### src/include/debug_macros.svh
`ifndef DEBUG_MACROS_SVH
`define DEBUG_MACROS_SVH

// Sizes
`define DBG_DATA_W        32
`define DBG_NUM_REGS      32
`define DBG_REG_AW        5
`define DBG_PROG_AW       6
`define DBG_FIFO_DEPTH    8
`define DBG_CLKS_PER_BIT  4     // Serial bit time in clocks

// Host command bytes
`define DBG_CMD_LOAD      8'h01
`define DBG_CMD_CONT      8'h02
`define DBG_CMD_STEP_MODE 8'h03
`define DBG_CMD_REPROG    8'h05
`define DBG_CMD_STEP      8'h06

// First byte of a dump
`define DBG_HDR_HALTED    8'hA5
`define DBG_HDR_STOPPED   8'h5A

`endif

### src/hdl/debug_pkg.sv
`include "debug_macros.svh"

package debug_pkg;

    typedef enum logic [2:0] {
        IDLE,
        LOAD,
        WAITING,
        STEP_MODE,
        CONTINUOUS,
        DUMP
    } ctrl_state_e;

    // Host opcodes
    typedef enum logic [7:0] {
        CMD_LOAD      = `DBG_CMD_LOAD,
        CMD_CONT      = `DBG_CMD_CONT,
        CMD_STEP_MODE = `DBG_CMD_STEP_MODE,
        CMD_REPROG    = `DBG_CMD_REPROG,
        CMD_STEP      = `DBG_CMD_STEP
    } dbg_cmd_e;

    typedef enum logic [2:0] {
        HEADER,
        PC,
        CYCLES,
        REGS,
        DONE    // Also the idle phase
    } dump_phase_e;

endpackage

### src/hdl/dump_req_if.sv
`include "debug_macros.svh"

interface dump_req_if;
    logic                   req;
    logic                   halted;
    logic [`DBG_DATA_W-1:0] cycles;
    logic                   done;

    modport ctrl (
        output req,
        output halted,
        output cycles,
        input  done
    );

    modport ser (
        input  req,
        input  halted,
        input  cycles,
        output done
    );
endinterface

### src/hdl/debug_ctrl.sv
`include "debug_macros.svh"

module debug_ctrl (
    input  logic                    clk,
    input  logic                    reset,
    input  logic [7:0]              rx_data,
    input  logic                    rx_valid,
    output logic [`DBG_PROG_AW-1:0] prog_addr,
    output logic [`DBG_DATA_W-1:0]  prog_data,
    output logic                    prog_we,
    output logic                    cpu_reset,
    output logic                    cpu_run,
    input  logic                    halt,
    dump_req_if.ctrl                dump
);

    debug_pkg::ctrl_state_e state;
    debug_pkg::dbg_cmd_e    cmd;
    logic [1:0]             byte_cnt;
    logic                   step_run;   // Single step clock enable
    logic                   req_q;
    logic [`DBG_DATA_W-1:0] cycle_cnt;

    assign cmd = debug_pkg::dbg_cmd_e'(rx_data);

    assign cpu_reset = (state == debug_pkg::IDLE) || (state == debug_pkg::LOAD) ||
                       (state == debug_pkg::WAITING);
    assign cpu_run   = ((state == debug_pkg::CONTINUOUS) && !halt) ||
                       ((state == debug_pkg::STEP_MODE) && step_run);

    assign dump.req    = req_q;
    assign dump.halted = halt;
    assign dump.cycles = cycle_cnt;

    // Words assemble LSB first
    always_ff @(posedge clk) begin
        if (state == debug_pkg::LOAD && rx_valid)
            prog_data <= {rx_data, prog_data[`DBG_DATA_W-1:8]};
    end

    ////////////////////////////////////////////////////////////
    // Command FSM
    ////////////////////////////////////////////////////////////

    always_ff @(posedge clk) begin
        if (reset) begin
            state     <= debug_pkg::WAITING;
            byte_cnt  <= '0;
            prog_addr <= '0;
            prog_we   <= 1'b0;
            step_run  <= 1'b0;
            req_q     <= 1'b0;
            cycle_cnt <= '0;
        end else begin
            prog_we  <= 1'b0;
            step_run <= 1'b0;
            req_q    <= 1'b0;
            if (prog_we)
                prog_addr <= prog_addr + 1'b1;
            if (cpu_run)
                cycle_cnt <= cycle_cnt + 1'b1;

            unique case (state)
                debug_pkg::IDLE: begin
                    if (rx_valid && cmd == debug_pkg::CMD_LOAD) begin
                        state     <= debug_pkg::LOAD;
                        byte_cnt  <= '0;
                        prog_addr <= '0;
                    end
                end
                debug_pkg::LOAD: begin
                    if (rx_valid) begin
                        byte_cnt <= byte_cnt + 1'b1;
                        if (byte_cnt == 2'd3)
                            prog_we <= 1'b1;
                    end
                    if (prog_we && &prog_data[`DBG_DATA_W-1:`DBG_DATA_W-6])
                        state <= debug_pkg::WAITING;   // Halt word written
                end
                debug_pkg::WAITING: begin
                    cycle_cnt <= '0;
                    if (rx_valid) begin
                        case (cmd)
                            debug_pkg::CMD_LOAD: begin
                                state     <= debug_pkg::LOAD;
                                byte_cnt  <= '0;
                                prog_addr <= '0;
                            end
                            debug_pkg::CMD_REPROG:    state <= debug_pkg::IDLE;
                            debug_pkg::CMD_CONT:      state <= debug_pkg::CONTINUOUS;
                            debug_pkg::CMD_STEP_MODE: state <= debug_pkg::STEP_MODE;
                            default: ;
                        endcase
                    end
                end
                debug_pkg::STEP_MODE: begin
                    if (step_run) begin
                        state <= debug_pkg::DUMP;
                        req_q <= 1'b1;
                    end else if (rx_valid && cmd == debug_pkg::CMD_STEP) begin
                        step_run <= 1'b1;
                    end
                end
                debug_pkg::CONTINUOUS: begin
                    if (halt) begin
                        state <= debug_pkg::DUMP;
                        req_q <= 1'b1;
                    end
                end
                debug_pkg::DUMP: begin  // Host bytes ignored here
                    if (dump.done)
                        state <= halt ? debug_pkg::WAITING : debug_pkg::STEP_MODE;
                end
                default: state <= debug_pkg::WAITING;
            endcase
        end
    end

    // One step clock, then the dump request
    a_step_one_cycle: assert property (@(posedge clk) disable iff (reset)
        (state == debug_pkg::STEP_MODE && cpu_run) |=> (dump.req && !cpu_run));

    a_we_state: assert property (@(posedge clk) disable iff (reset)
        prog_we |-> (state == debug_pkg::LOAD));

endmodule

### src/hdl/debug_unit_top.sv
`include "debug_macros.svh"

module debug_unit_top (
    input  logic                    clk,
    input  logic                    reset,
    input  logic [7:0]              rx_data,
    input  logic                    rx_valid,
    output logic                    tx,
    output logic [`DBG_PROG_AW-1:0] prog_addr,
    output logic [`DBG_DATA_W-1:0]  prog_data,
    output logic                    prog_we,
    output logic                    cpu_reset,
    output logic                    cpu_run,
    input  logic                    halt,
    input  logic [`DBG_DATA_W-1:0]  pc,
    output logic [`DBG_REG_AW-1:0]  reg_addr,
    input  logic [`DBG_DATA_W-1:0]  reg_data
);

    logic [7:0] ser_data;
    logic       ser_valid;
    logic       ser_ready;
    logic [7:0] fifo_data;
    logic       fifo_valid;
    logic       fifo_ready;

    dump_req_if u_dump_if ();

    debug_ctrl u_ctrl (
        .clk, .reset, .rx_data, .rx_valid,
        .prog_addr, .prog_data, .prog_we,
        .cpu_reset, .cpu_run, .halt,
        .dump (u_dump_if.ctrl)
    );

    dump_serializer u_ser (
        .clk, .reset,
        .dump  (u_dump_if.ser),
        .pc, .reg_addr, .reg_data,
        .data  (ser_data),
        .valid (ser_valid),
        .ready (ser_ready)
    );

    dump_fifo u_fifo (
        .clk, .reset,
        .in_data   (ser_data),
        .in_valid  (ser_valid),
        .in_ready  (ser_ready),
        .out_data  (fifo_data),
        .out_valid (fifo_valid),
        .out_ready (fifo_ready)
    );

    uart_tx u_tx (
        .clk, .reset,
        .data  (fifo_data),
        .valid (fifo_valid),
        .ready (fifo_ready),
        .tx
    );

endmodule

### src/hdl/dump_fifo.sv
`include "debug_macros.svh"

module dump_fifo (
    input  logic       clk,
    input  logic       reset,
    input  logic [7:0] in_data,
    input  logic       in_valid,
    output logic       in_ready,
    output logic [7:0] out_data,
    output logic       out_valid,
    input  logic       out_ready
);

    localparam int AW = $clog2(`DBG_FIFO_DEPTH);

    logic [7:0]  mem [`DBG_FIFO_DEPTH];
    logic [AW-1:0] wr_ptr;
    logic [AW-1:0] rd_ptr;
    logic [AW:0]   count;
    logic          wr_en;
    logic          rd_en;

    assign in_ready  = (count != (AW+1)'(`DBG_FIFO_DEPTH));
    assign out_valid = (count != '0);
    assign out_data  = mem[rd_ptr];
    assign wr_en     = in_valid && in_ready;
    assign rd_en     = out_valid && out_ready;

    always_ff @(posedge clk) begin
        if (wr_en)
            mem[wr_ptr] <= in_data;
    end

    always_ff @(posedge clk) begin
        if (reset) begin
            wr_ptr <= '0;
            rd_ptr <= '0;
            count  <= '0;
        end else begin
            if (wr_en) wr_ptr <= wr_ptr + 1'b1;   // Wraps at depth
            if (rd_en) rd_ptr <= rd_ptr + 1'b1;
            case ({wr_en, rd_en})
                2'b10:   count <= count + 1'b1;
                2'b01:   count <= count - 1'b1;
                default: ;
            endcase
        end
    end

    // Overflow or underflow pushes count out of range
    a_count_range: assert property (@(posedge clk) disable iff (reset)
        count <= (AW+1)'(`DBG_FIFO_DEPTH));
    a_ptr_count: assert property (@(posedge clk) disable iff (reset)
        AW'(wr_ptr - rd_ptr) == count[AW-1:0]);

endmodule

### src/hdl/dump_serializer.sv
`include "debug_macros.svh"

module dump_serializer (
    input  logic                    clk,
    input  logic                    reset,
    dump_req_if.ser                 dump,
    input  logic [`DBG_DATA_W-1:0]  pc,
    output logic [`DBG_REG_AW-1:0]  reg_addr,
    input  logic [`DBG_DATA_W-1:0]  reg_data,
    output logic [7:0]              data,
    output logic                    valid,
    input  logic                    ready
);

    debug_pkg::dump_phase_e phase;
    logic [1:0]             byte_idx;
    logic [`DBG_REG_AW-1:0] reg_cnt;
    logic                   halted_q;
    logic [`DBG_DATA_W-1:0] cycles_q;
    logic [`DBG_DATA_W-1:0] word;
    logic                   done_q;

    assign reg_addr  = reg_cnt;
    assign valid     = (phase != debug_pkg::DONE);
    assign dump.done = done_q;

    always_comb begin
        case (phase)
            debug_pkg::PC:     word = pc;
            debug_pkg::CYCLES: word = cycles_q;
            debug_pkg::REGS:   word = reg_data;
            default:           word = '0;
        endcase
    end

    assign data = (phase == debug_pkg::HEADER) ?
                  (halted_q ? `DBG_HDR_HALTED : `DBG_HDR_STOPPED) :
                  word[{byte_idx, 3'b000} +: 8];

    always_ff @(posedge clk) begin
        if (dump.req) begin
            halted_q <= dump.halted;
            cycles_q <= dump.cycles;
        end
    end

    always_ff @(posedge clk) begin
        if (reset) begin
            phase    <= debug_pkg::DONE;
            byte_idx <= '0;
            reg_cnt  <= '0;
            done_q   <= 1'b0;
        end else begin
            done_q <= 1'b0;
            if (dump.req) begin
                phase    <= debug_pkg::HEADER;
                byte_idx <= '0;
                reg_cnt  <= '0;
            end else if (valid && ready) begin
                byte_idx <= byte_idx + 1'b1;
                unique case (phase)
                    debug_pkg::HEADER: begin
                        phase    <= debug_pkg::PC;
                        byte_idx <= '0;
                    end
                    debug_pkg::PC:
                        if (byte_idx == 2'd3) phase <= debug_pkg::CYCLES;
                    debug_pkg::CYCLES:
                        if (byte_idx == 2'd3) phase <= debug_pkg::REGS;
                    debug_pkg::REGS: begin
                        if (byte_idx == 2'd3) begin
                            if (reg_cnt == `DBG_REG_AW'(`DBG_NUM_REGS - 1)) begin
                                phase  <= debug_pkg::DONE;
                                done_q <= 1'b1;
                            end else begin
                                reg_cnt <= reg_cnt + 1'b1;
                            end
                        end
                    end
                    default: ;
                endcase
            end
        end
    end

    a_hold: assert property (@(posedge clk) disable iff (reset)
        (valid && !ready) |=> $stable(data));

endmodule

### src/hdl/uart_tx.sv
`include "debug_macros.svh"

module uart_tx (
    input  logic       clk,
    input  logic       reset,
    input  logic [7:0] data,
    input  logic       valid,
    output logic       ready,
    output logic       tx
);

    localparam int CW = $clog2(`DBG_CLKS_PER_BIT + 1);

    logic          busy;
    logic [CW-1:0] tick_cnt;    // Clocks within a bit
    logic [3:0]    bit_idx;     // Start, 8 data, stop
    logic [7:0]    shreg;
    logic          bit_end;

    assign ready   = !busy;
    assign bit_end = (tick_cnt == CW'(`DBG_CLKS_PER_BIT - 1));

    always_ff @(posedge clk) begin
        if (valid && ready)
            shreg <= data;
        else if (busy && bit_end)
            shreg <= {1'b1, shreg[7:1]};    // Ones feed the stop bit
    end

    always_ff @(posedge clk) begin
        if (reset) begin
            busy     <= 1'b0;
            tick_cnt <= '0;
            bit_idx  <= '0;
            tx       <= 1'b1;
        end else if (!busy) begin
            if (valid) begin
                busy     <= 1'b1;
                tick_cnt <= '0;
                bit_idx  <= '0;
                tx       <= 1'b0;   // Start bit
            end
        end else begin
            tick_cnt <= tick_cnt + 1'b1;
            if (bit_end) begin
                tick_cnt <= '0;
                bit_idx  <= bit_idx + 1'b1;
                tx       <= shreg[0];
                if (bit_idx == 4'd9)
                    busy <= 1'b0;   // End of stop bit
            end
        end
    end

    a_idle_high: assert property (@(posedge clk) disable iff (reset)
        ready |-> tx);

endmodule

### config.mk
export PLATFORM = sky130hd
export DESIGN_NAME = debug_unit_top
export DESIGN_NICKNAME = d
export VERILOG_FILES = /design/src/hdl/debug_pkg.sv /design/src/hdl/dump_req_if.sv /design/src/hdl/debug_ctrl.sv /design/src/hdl/debug_unit_top.sv /design/src/hdl/dump_fifo.sv /design/src/hdl/dump_serializer.sv /design/src/hdl/uart_tx.sv
export VERILOG_INCLUDE_DIRS = /design/src /design/src/include
export SDC_FILE = /design/constraint.sdc
export NUM_CORES = 1
export LEC_CHECK = 0
export BUFFER_PORTS_ARGS = -buffer_cell sky130_fd_sc_hd__buf_2
export CORE_UTILIZATION = 55
export DETAILED_ROUTE_END_ITERATION = 8
export PLACE_DENSITY_LB_ADDON = 0.15
export SKIP_CTS_REPAIR_TIMING = 1
export SYNTH_ARGS = -nofsm -noshare
export SYNTH_HDL_FRONTEND = slang
export SYNTH_HIERARCHICAL = 1
export SYNTH_SLANG_ARGS = --single-unit
### constraint.sdc
create_clock -name clk -period 6.55 [get_ports clk]
set_input_delay 0.3275 -clock clk [delete_from_list [all_inputs] [get_ports clk]]
set_output_delay 0.3275 -clock clk [all_outputs]
set_load 0.03 [all_outputs]
==> results by group, run 1 <==
Timing
  – Slew headroom: 13.79%
  – Total negative slack: 0 ns
  – Clock Skews: 0.02031 ns
  – Endpoints failing setup: 0
  – Max-slew violation count: 0
  – Min Clock Period, post-route: 3.222 ns
  – RSZ-0062 raised after global routing: no
  – FMAX: 310.4 MHz
  – Fin. Hold Viols: 0
  – Final Cycle Share: 49.19%
  – Worst Max-Slew Pin Slew: 1.287 ns

Synth
  – Largest cells by area after synthesis: edfxtp_1 42%, dfxtp_1 16%, mux4_1 3.7%, mux2_2 2.9%, mux2_4 2.3%
  – Synth warnings: 6
  – Async set-reset flop share out of synthesis: 0%
  – Most common cell in the netlist: edfxtp_1
  – Dominant synthesized flop cell: edfxtp_1
  – Area fraction of the dominant cell type after synthesis: 41.75%
  – Biggest area consumer among synthesized cells: edfxtp_1
  – Syn Inst Count: 770
  – Netlist Area Pre-Place: 9854 um^2
  – Post-synth EDFFs: 137
  – Synth Register Bits: 216
  – Distinct cell type count after synthesis: 70
  – Syn avg cell area: 12.80 um^2
  – Synth top cells by count: 137 x edfxtp_1, 79 x dfxtp_1, 53 x nand2_1
  – Post-Syn Nets: 860
  – Seq/Total Area, Yosys: 57.80%

GRT
  – Vias in the first global route: 6248
  – Largest net degree at the start of global routing: 44
  – First-pass GRT wire length: 31.48 mm
  – Initial antenna violation count: 0
  – GR Util All Layers: 22.01%
  – Total gr overflow: 0

Critical path
  – Critical Path Source Type: flop
  – Worst Reg-to-Reg Cells: 4
  – Class of the most critical setup path: flop to flop
  – Worst path arrival time: 3.52 ns
  – R2r setup slk: 3.33 ns
  – Worst r2r src: u_ser/phase[1]$_SDFFE_PP0P_
  – CP Capture Type: flop
  – Critical Path Fanout Max: 43
  – CP required: 6.84 ns
  – R2R Path End: u_fifo/mem[5][3]$_DFFE_PP_

Power and ir drop
  – Sequential share of power: 48.0%
  – Peak VDD IR: 0.0002559 V
  – Clock share of power: 37.6%
  – Sw power: 0.8059 mW
  – Power per cell area: 291.9 nW/um^2
  – Pint: 2.473 mW
  – Gate power share: 14.3%
  – Sw Share: 24.58%
  – Leakage: 4.028 nW
  – Overall Power: 3.279 mW

Detailed routing
  – DRC viols: 0
  – DR WL/cell: 18.18 um
  – Post-route ant nets: 0
  – Drt pass-1 iters: 8
  – Number of DRC markers in iteration 0: 500
  – Vias: 6567
  – Met2 wire length: 10.08 mm
  – Max Used Layer: met4
  – WL met3: 1.021 mm
  – Vias/cell: 5.900
  – Metal-1 WL: 8.641 mm
  – Routed wire length: 20.23 mm

Die
  – Total I/O pin count: 123
  – Die Wd: 135.9 um
  – Die Height: 135.9 um
  – Die area: 18460 um^2
  – Initial Utilization: 56.58%
  – Area of the core: 17420 um^2
  – Row cnt: 48

Clocking
  – H-tree depth: 1
  – Clock-pin transition on the worst setup and hold timing paths: 0.06 ns
  – Total CTS buffers: 22
  – Clk sinks: 216
  – Clk_lat worst skew: 0.50 ns
  – CTS root buf: clkbuf_16
  – CTS tree: yes
  – Maximum buffer depth of the clock tree: 3

Place
  – Post-DP HPWL: 14.36 mm
  – Number of buffers added on ports: 122
  – Final RePlAce weighted congestion: 0.9002

Min path
  – Worst Hold Path EP: u_ctrl/prog_data[30]$_DFFE_PP_
  – Worst Hold Launch: rx_data[6]
  – Worst Hold Depth: 1
  – Hold Crit Class: input pin to flop

Flow run
  – Max-cap violations: 0

Layout
  – Fillcell total: 1334
  – N_diodes: 0
  – Area grow syn2layout: 13.97%
  – Final net count: 962
  – Layout cells sized above 1: 25.23%

Status
  – Status: finished clean
==> metal layers <==
metal	vias to the layer above	GRT usage [%]
met5	-	0
met4	0	7.716
met3	33	3.281
met2	180	37.95
met1	3159	28.26
li1	3195	-
==> power by group through the flow <==
stage | logic [mW] | clock network (mW) | registers [mW]
2_1_floorplan | 0.416 | 0 | 1.57
3_3_place_gp | 0.444 | 0 | 1.60
3_5_place_dp | 0.467 | 0 | 1.61
4_1_cts | 0.472 | 1.25 | 1.58
5_1_grt | 0.521 | 1.30 | 1.59
6_report | 0.470 | 1.23 | 1.58
==> placed cells by master, fill, tap and decap left out, drive strengths merged, types with 7 or more instances in the layout <==
master,synthesis,final
nand2b,18,18
dfxtp,79,79
nand4,9,9
xor2,19,19
or4,19,19
nand3,22,22
mux2i,9,9
a22oi,17,17
nor3,9,9
mux4,16,16
o211ai,8,8
buf,29,129
nand2,54,54
edfxtp,137,137
a211oi,17,17
o31ai,14,14
mux2,41,41
ha,14,14
nor2,41,41
clkbuf,22,33
nor4,7,7
a221oi,17,17
a21oi,41,41
nor2b,7,7
inv,12,12
o21ai,15,15
or3,17,17
==> cells by family (layout without fill, tap and decap cells) <==
kind of cell	Yosys count	after routing	share of synthesized area, %
adder cells (fa/ha/maj)	14	14	1.778
multiplexers	66	66	10.36
XOR/XNOR	21	21	1.866
flip-flops	216	216	57.80
AO/OA/AOI/OAI	151	151	11.01
AND/OR/NAND/NOR	239	239	13.69
buffers and inverters	63	181	3.504
==> critical path, stage by stage, from the launching register on <==
cell and delay, ns:
dfxtp_2 1.04, nor2b_2 1.17, a221oi_1 0.24, a211oi_1 0.27, or3_1 0.29
==> worst max path at each step <==
| stage | end | startpoint | slack (ns) | cells after the start |
|---|---|---|---|---|
| floorplan | u_fifo/count[2]$_SDFFE_PP0P_ | u_ser/phase[0]$_SDFFE_PP0P_ | 4.05 | 11 |
| global placement | u_fifo/mem[0][7]$_DFFE_PP_ | u_ser/phase[1]$_SDFFE_PP0P_ | 3.55 | 4 |
| detailed placement | u_fifo/mem[3][0]$_DFFE_PP_ | u_ser/phase[1]$_SDFFE_PP0P_ | 3.39 | 4 |
| CTS | u_fifo/mem[7][0]$_DFFE_PP_ | u_ser/phase[1]$_SDFFE_PP0P_ | 3.37 | 4 |
| global route | u_fifo/mem[5][3]$_DFFE_PP_ | u_ser/phase[1]$_SDFFE_PP0P_ | 3.05 | 4 |
| finish | u_fifo/mem[5][3]$_DFFE_PP_ | u_ser/phase[1]$_SDFFE_PP0P_ | 3.33 | 4 |
==> flip-flops by register name, indices dropped and copies added (netlist names), 5 cells and up, named ones only <==
| name | flops |
|---|---|
| u_fifo/mem | 64 |
| u_ctrl/dump.cycles | 32 |
| u_ctrl/prog_data | 32 |
| u_ser/cycles_q | 32 |
| u_tx/shreg | 8 |
| u_ctrl/prog_addr | 6 |
| u_ser/reg_addr | 5 |
==> area by class of cell <==
class / count / area, um^2 / share of cell area [%]
Clock inverter: 7 / 82.58 / 0.7353
Clock buffer: 33 / 633.1 / 5.637
Sequential cell: 216 / 5697 / 50.72
Timing Repair Buffer: 129 / 663.1 / 5.905
Multi-Input combinational cell: 491 / 3829 / 34.09
Tap cell: 225 / 281.5 / 2.507
Inverter: 12 / 45.04 / 0.4011
==> per-stage QoR <==
stage | cells | area, um^2 | utilization (%) | worst slack, ns | hold slack [ns]
floorplan | 770 | 9854 | - | 4.051 | 0.4213
global placement | 1073 | 10520 | 60.37 | 3.549 | 0.4285
detailed placement | 1073 | 10520 | 60.37 | 3.391 | 0.4259
CTS | 1113 | 11230 | 64.48 | 3.368 | 0.02408
global route | 1113 | 11230 | 64.48 | 3.048 | 0.02715
finish | 1113 | 11230 | 64.48 | 3.328 | 0.03694
(Power assumes the default switching activity.)
==> inputs of run 2 (changes only) <==
--- a/config.mk
+++ b/config.mk
@@ -7,7 +7,7 @@
 export NUM_CORES = 1
 export LEC_CHECK = 0
 export BUFFER_PORTS_ARGS = -buffer_cell sky130_fd_sc_hd__buf_2
-export CORE_UTILIZATION = 55
+export CORE_UTILIZATION = 52
 export DETAILED_ROUTE_END_ITERATION = 8
 export PLACE_DENSITY_LB_ADDON = 0.15
 export SKIP_CTS_REPAIR_TIMING = 1
==> constraint.sdc (replaced) <==
create_clock -name clk -period 2.75 [get_ports clk]
set_input_delay 0.1375 -clock clk [delete_from_list [all_inputs] [get_ports clk]]
set_output_delay 0.1375 -clock clk [all_outputs]
set_load 0.03 [all_outputs]
==> results by group, run 2 (synthesis results as in run 1) <==
Clocking
  – Total CTS buffers: 22
  – Maximum buffer depth of the clock tree: 3
  – H-tree depth: 1
  – Clk sinks: 216
  – Clk_lat worst skew: 0.49 ns
  – Clock-pin transition on the worst setup and hold timing paths: 0.06 ns
  – CTS root buf: clkbuf_16
  – CTS tree: yes

Detailed routing
  – DRC viols: 0
  – Post-route ant nets: 0
  – Drt pass-1 iters: 5
  – Routed wire length: 21.17 mm
  – DR WL/cell: 18.54 um
  – Vias/cell: 5.937
  – Number of DRC markers in iteration 0: 310
  – Vias: 6780

GRT
  – Largest net degree at the start of global routing: 43
  – Vias in the first global route: 6760
  – Total gr overflow: 0
  – First-pass GRT wire length: 33.74 mm
  – Initial antenna violation count: 0
  – GR Util All Layers: 21.66%

Critical path
  – Class of the most critical setup path: flop to flop
  – Worst Reg-to-Reg Cells: 10
  – Critical Path Fanout Max: 7
  – Slowest stage delay, CP: 0.60 ns
  – Critical Path Source Type: flop
  – Worst path arrival time: 3.02 ns
  – CP Capture Type: flop
  – Crit-path cells: or4_4 -> nand2_1 -> inv_1 -> ha_2 -> xor2_1 -> ha_1 -> a21oi_1 -> xor2_1 -> or3_1 -> a21oi_1
  – Critical path's slowest cell: or4_4
  – CP required: 3.16 ns

Die
  – Total I/O pin count: 123
  – Die area: 19500 um^2
  – Row cnt: 49
  – Die Wd: 139.7 um
  – Area of the core: 18270 um^2
  – Initial Utilization: 53.94%
  – Die Height: 139.7 um

Status
  – Status: finished clean

Timing
  – Min Clock Period, post-route: 2.603 ns
  – RSZ-0062 raised after global routing: no
  – Endpoints failing setup: 0
  – Slew headroom: 29.90%
  – Max-slew violation count: 0
  – FMAX: 384.2 MHz
  – Final Cycle Share: 94.64%
  – Clock Skews: 0.007043 ns
  – Fin. Hold Viols: 0
  – Worst Max-Slew Pin Slew: 1.044 ns
  – Total negative slack: 0 ns

Power and ir drop
  – Power per cell area: 713.7 nW/um^2
  – Peak VDD IR: 0.0004187 V
  – Leakage: 4.241 nW

Place
  – Post-DP HPWL: 14.80 mm
  – Final RePlAce weighted congestion: 0.8367
  – DP Area: 10630 um^2
  – Inst Count DP: 1093
  – Number of buffers added on ports: 122

Layout
  – Layout cells sized above 1: 26.73%
  – Commonest cells after routing, fill and taps aside: 137 x edfxtp_1, 122 x buf_2, 78 x dfxtp_1
  – Fin util: 63.24%
  – Finished Layout Cells: 1142
  – Largest register FFs: 64
  – Largest Register: u_fifo/mem
  – Area grow syn2layout: 17.25%
  – N_diodes: 0
  – Final net count: 987
  – Post-route cell area: 11550 um^2
  – Commonest non-fill, non-tap cell in the layout: edfxtp_1

Min path
  – Hold Crit Class: input pin to flop
  – Worst Hold Depth: 2

Flow run
  – Max-cap violations: 0
[run 2: cell count changes in the layout (fill, tap and decap cells not counted), moves of 2 or more]
cell	before	now
bufinv_16	2	7
buf_4	7	23
clkbuf_8	2	0
clkbuf_1	8	2
clkinv_1	2	4
dlygate4sd3_1	0	9
[run 2: per-layer routing]
layer	part of all wire [%]	global-route usage, %	routed length, um
met5	0	0	0
met1	41	27.28	8762
met4	1.8	6.593	376
met3	5.1	3.028	1079
met2	52	38.67	10950
[run 2: layout make-up]
cell class                      instances  area, um^2
Sequential cell                       216        5697
Clock buffer                           25       583.1
Clock inverter                         15       245.2
Timing Repair Buffer                  154       873.3
Inverter                               12       45.04
Tap cell                              229       286.5
Multi-Input combinational cell        491        3825
Fill cell                            1408        6715
[run 2: through the flow]
stage / hold slack (ns) / worst slack [ns] / total power [mW]
floorplan: 0.2364 / 0.2514 / 4.694
global placement: 0.3432 / 0.2776 / 4.891
detailed placement: 0.3506 / 0.1181 / 4.963
CTS: -0.1625 / 0.08113 / 8.308
global route: 0.02468 / 0.03815 / 8.598
finish: 0.0002335 / 0.1474 / 8.247
[run 2: final timing paths]
check                                 start                        endpoint  slack (ns)
min reg2reg  u_ctrl/prog_data[22]$_DFFE_PP_  u_ctrl/prog_data[14]$_DFFE_PP_        0.45
min                                rx_valid       u_ctrl/prog_we$_SDFF_PP0_      0.0002
max reg2reg    u_fifo/count[1]$_SDFFE_PP0P_    u_fifo/count[2]$_SDFFE_PP0P_        0.15
max            u_fifo/count[1]$_SDFFE_PP0P_    u_fifo/count[2]$_SDFFE_PP0P_        0.15
[run 2: critical path: cells and delay by family, from the launching register on]
| family | cells | cell delay, ns |
|---|---|---|
| AND/OR/NAND/NOR | 3 | 1.07 |
| adder cells (fa/ha/maj) | 2 | 0.41 |
| flip-flops | 1 | 0.37 |
| AO/OA/AOI/OAI | 2 | 0.34 |
| XOR/XNOR | 2 | 0.25 |
| buffers and inverters | 1 | 0.08 |
[run 2: report_power, final]
group          internal [mW]  leakage (nW)  total, mW  switching [mW]
logic                  0.532          1.87       1.18           0.650
clock network           2.17         0.407       3.35            1.17
registers               3.60          1.96       3.72           0.113
total                   6.31          4.24       8.25            1.94
==> inputs of run 3 (changes only) <==
==> constraint.sdc (replaced) <==
create_clock -name clk -period 2.75 [get_ports clk]
set_input_delay 0.55 -clock clk [delete_from_list [all_inputs] [get_ports clk]]
set_output_delay 0.55 -clock clk [all_outputs]
set_load 0.03 [all_outputs]
==> results by group, run 3 (synthesis results as in run 1) <==
Status
  – Status: finished clean

Critical path
  – Crit-path cells: or4b_1 -> nand2_8 -> ha_2 -> xor2_1 -> ha_1 -> a21oi_1 -> xor2_1 -> or3_1 -> a21oi_1
  – Critical path's slowest cell: or4b_1
  – R2R Path End: u_fifo/count[2]$_SDFFE_PP0P_
  – Critical path depth: 9
  – CP Capture Type: flop
  – Slowest stage delay, CP: 0.67 ns
  – Worst Setup EP: u_fifo/count[2]$_SDFFE_PP0P_
  – Crit path buf inv count: 0
  – R2r setup slk: 0.22 ns
  – Worst Reg-to-Reg Cells: 9
  – Worst path arrival time: 2.96 ns
  – Worst r2r src: u_fifo/count[1]$_SDFFE_PP0P_
  – Class of the most critical setup path: flop to flop
  – Critical Path Source Type: flop
  – Worst setup path startpoint: u_fifo/count[1]$_SDFFE_PP0P_
  – CP required: 3.17 ns
  – Critical Path Fanout Max: 8
  – Worst path top cell family by delay: simple AND/OR/NAND/NOR gates

GRT
  – First-pass GRT wire length: 33.43 mm
  – Vias in the first global route: 6591
  – Total gr overflow: 0
  – GR Util All Layers: 21.53%
  – Largest net degree at the start of global routing: 43
  – Initial antenna violation count: 0

Timing
  – Total negative slack: 0 ns
  – Slew headroom: 33.85%
  – Clock Skews: 0.009593 ns
  – Max-slew violation count: 0
  – Min Clock Period, post-route: 2.534 ns
  – Fin. Hold Viols: 0
  – Final Cycle Share: 92.14%
  – RSZ-0062 raised after global routing: no
  – Worst hold slack: 0.2545 ns
  – Worst Max-Slew Pin Slew: 0.9886 ns
  – FMAX: 394.7 MHz
  – Endpoints failing setup: 0

Detailed routing
  – Drt pass-1 iters: 5
  – Number of DRC markers in iteration 0: 419
  – Vias: 6711
  – Post-route ant nets: 0
  – DR WL/cell: 18.34 um
  – Routed wire length: 20.83 mm
  – Vias/cell: 5.908
  – DRC viols: 0

Die
  – Total I/O pin count: 123
  – Area of the core: 18270 um^2
  – Row cnt: 49
  – Die Wd: 139.7 um
  – Initial Utilization: 53.94%
  – Die area: 19500 um^2
  – Die Height: 139.7 um

Min path
  – Hold Crit Class: input pin to flop
  – Worst Hold Launch: rx_data[6]

Power and ir drop
  – Sw Share: 24.93%
  – Pint: 5.917 mW
  – Gate power share: 15.2%
  – Sw power: 1.965 mW
  – Leakage: 4.165 nW
  – Clock share of power: 37.7%
  – Peak VDD IR: 0.0003769 V
  – Power per cell area: 692.5 nW/um^2
  – Sequential share of power: 47.1%
  – Overall Power: 7.883 mW

Layout
  – Largest Register: u_fifo/mem
  – Post-route cell area: 11380 um^2
  – Area grow syn2layout: 15.52%
  – Largest register FFs: 64
  – N_diodes: 0
  – Final net count: 981
  – Commonest non-fill, non-tap cell in the layout: edfxtp_1
  – Fin util: 62.31%
  – Layout cells sized above 1: 27.01%
  – Fillcell total: 1444
  – Commonest cells after routing, fill and taps aside: 137 x edfxtp_1, 122 x buf_2, 78 x dfxtp_1

Clocking
  – CTS root buf: clkbuf_16
  – Maximum buffer depth of the clock tree: 3
  – Total CTS buffers: 23
  – H-tree depth: 1
  – Clk sinks: 216
  – Clock-pin transition on the worst setup and hold timing paths: 0.06 ns
  – Clk_lat worst skew: 0.50 ns
  – CTS tree: yes

Place
  – Number of buffers added on ports: 122
  – Final RePlAce weighted congestion: 0.8358
  – DP Area: 10650 um^2
  – Post-DP HPWL: 14.70 mm

Flow run
  – Max-cap violations: 0
## run 3: cell count changes in the layout (fill, tap and decap cells not counted)
cell and delta:
buf_4 +2, bufinv_16 -5, clkbuf_1 +4, clkbuf_8 +2
clkinv_1 -1, clkinv_2 -1, clkinv_4 +1, dlygate4sd3_1 -9
inv_6 +1, nand2_1 -1, nand2_2 +1
## run 3: worst min path at each step
stage | depth (start not counted) | end
final | 1 | u_ctrl/prog_data[30]$_DFFE_PP_
after global routing | 1 | u_ctrl/prog_data[30]$_DFFE_PP_
after CTS | 1 | u_ctrl/prog_data[30]$_DFFE_PP_
after detailed placement | 0 | u_ctrl/prog_data[14]$_DFFE_PP_
after global placement | 0 | u_ctrl/prog_data[2]$_DFFE_PP_
after floorplan | 0 | u_ser/cycles_q[31]$_DFFE_PP_
## run 3: power by group through the flow
stage               clock network (mW)  logic [mW]  registers (mW)
floorplan                            0       0.956            3.74
global placement                     0        1.12            3.77
detailed placement                   0        1.19            3.78
CTS                               3.03        1.19            3.71
global route                      3.16        1.33            3.73
finish                            2.97        1.20            3.71
## run 3: layer usage
metal	vias up	track usage, %	wire length (um)	share of wire [%]
li1	3238	-	-	-
met4	0	5.899	396	1.9
met2	141	38.69	10830	52
met1	3296	27.47	8879	43
met5	-	0	0	0
met3	36	2.512	725	3.5
## run 3: worst reg2reg max path, cell delays in order, from the launching register on
cell	delay, ns
dfxtp_1	0.37
or4b_1	0.67
nand2_8	0.15
ha_2	0.25
xor2_1	0.17
ha_1	0.16
a21oi_1	0.05
xor2_1	0.17
or3_1	0.31
a21oi_1	0.15
## run 3: layout make-up
class / count / area [um^2] / area share [%]
Tap cell: 229 / 286.5 / 2.517
Clock inverter: 10 / 103.9 / 0.9123
Inverter: 12 / 45.04 / 0.3957
Sequential cell: 216 / 5697 / 50.04
Clock buffer: 31 / 625.6 / 5.496
Timing Repair Buffer: 147 / 798.3 / 7.013
Multi-Input combinational cell: 491 / 3827 / 33.62
## run 3: metrics by stage
step,instances,worst slack [ns]
5_1_grt,1136,0.04363
6_report,1136,0.2163
3_5_place_dp,1095,0.1570
3_3_place_gp,1095,0.2884
2_1_floorplan,770,0.2514
4_1_cts,1136,0.1577
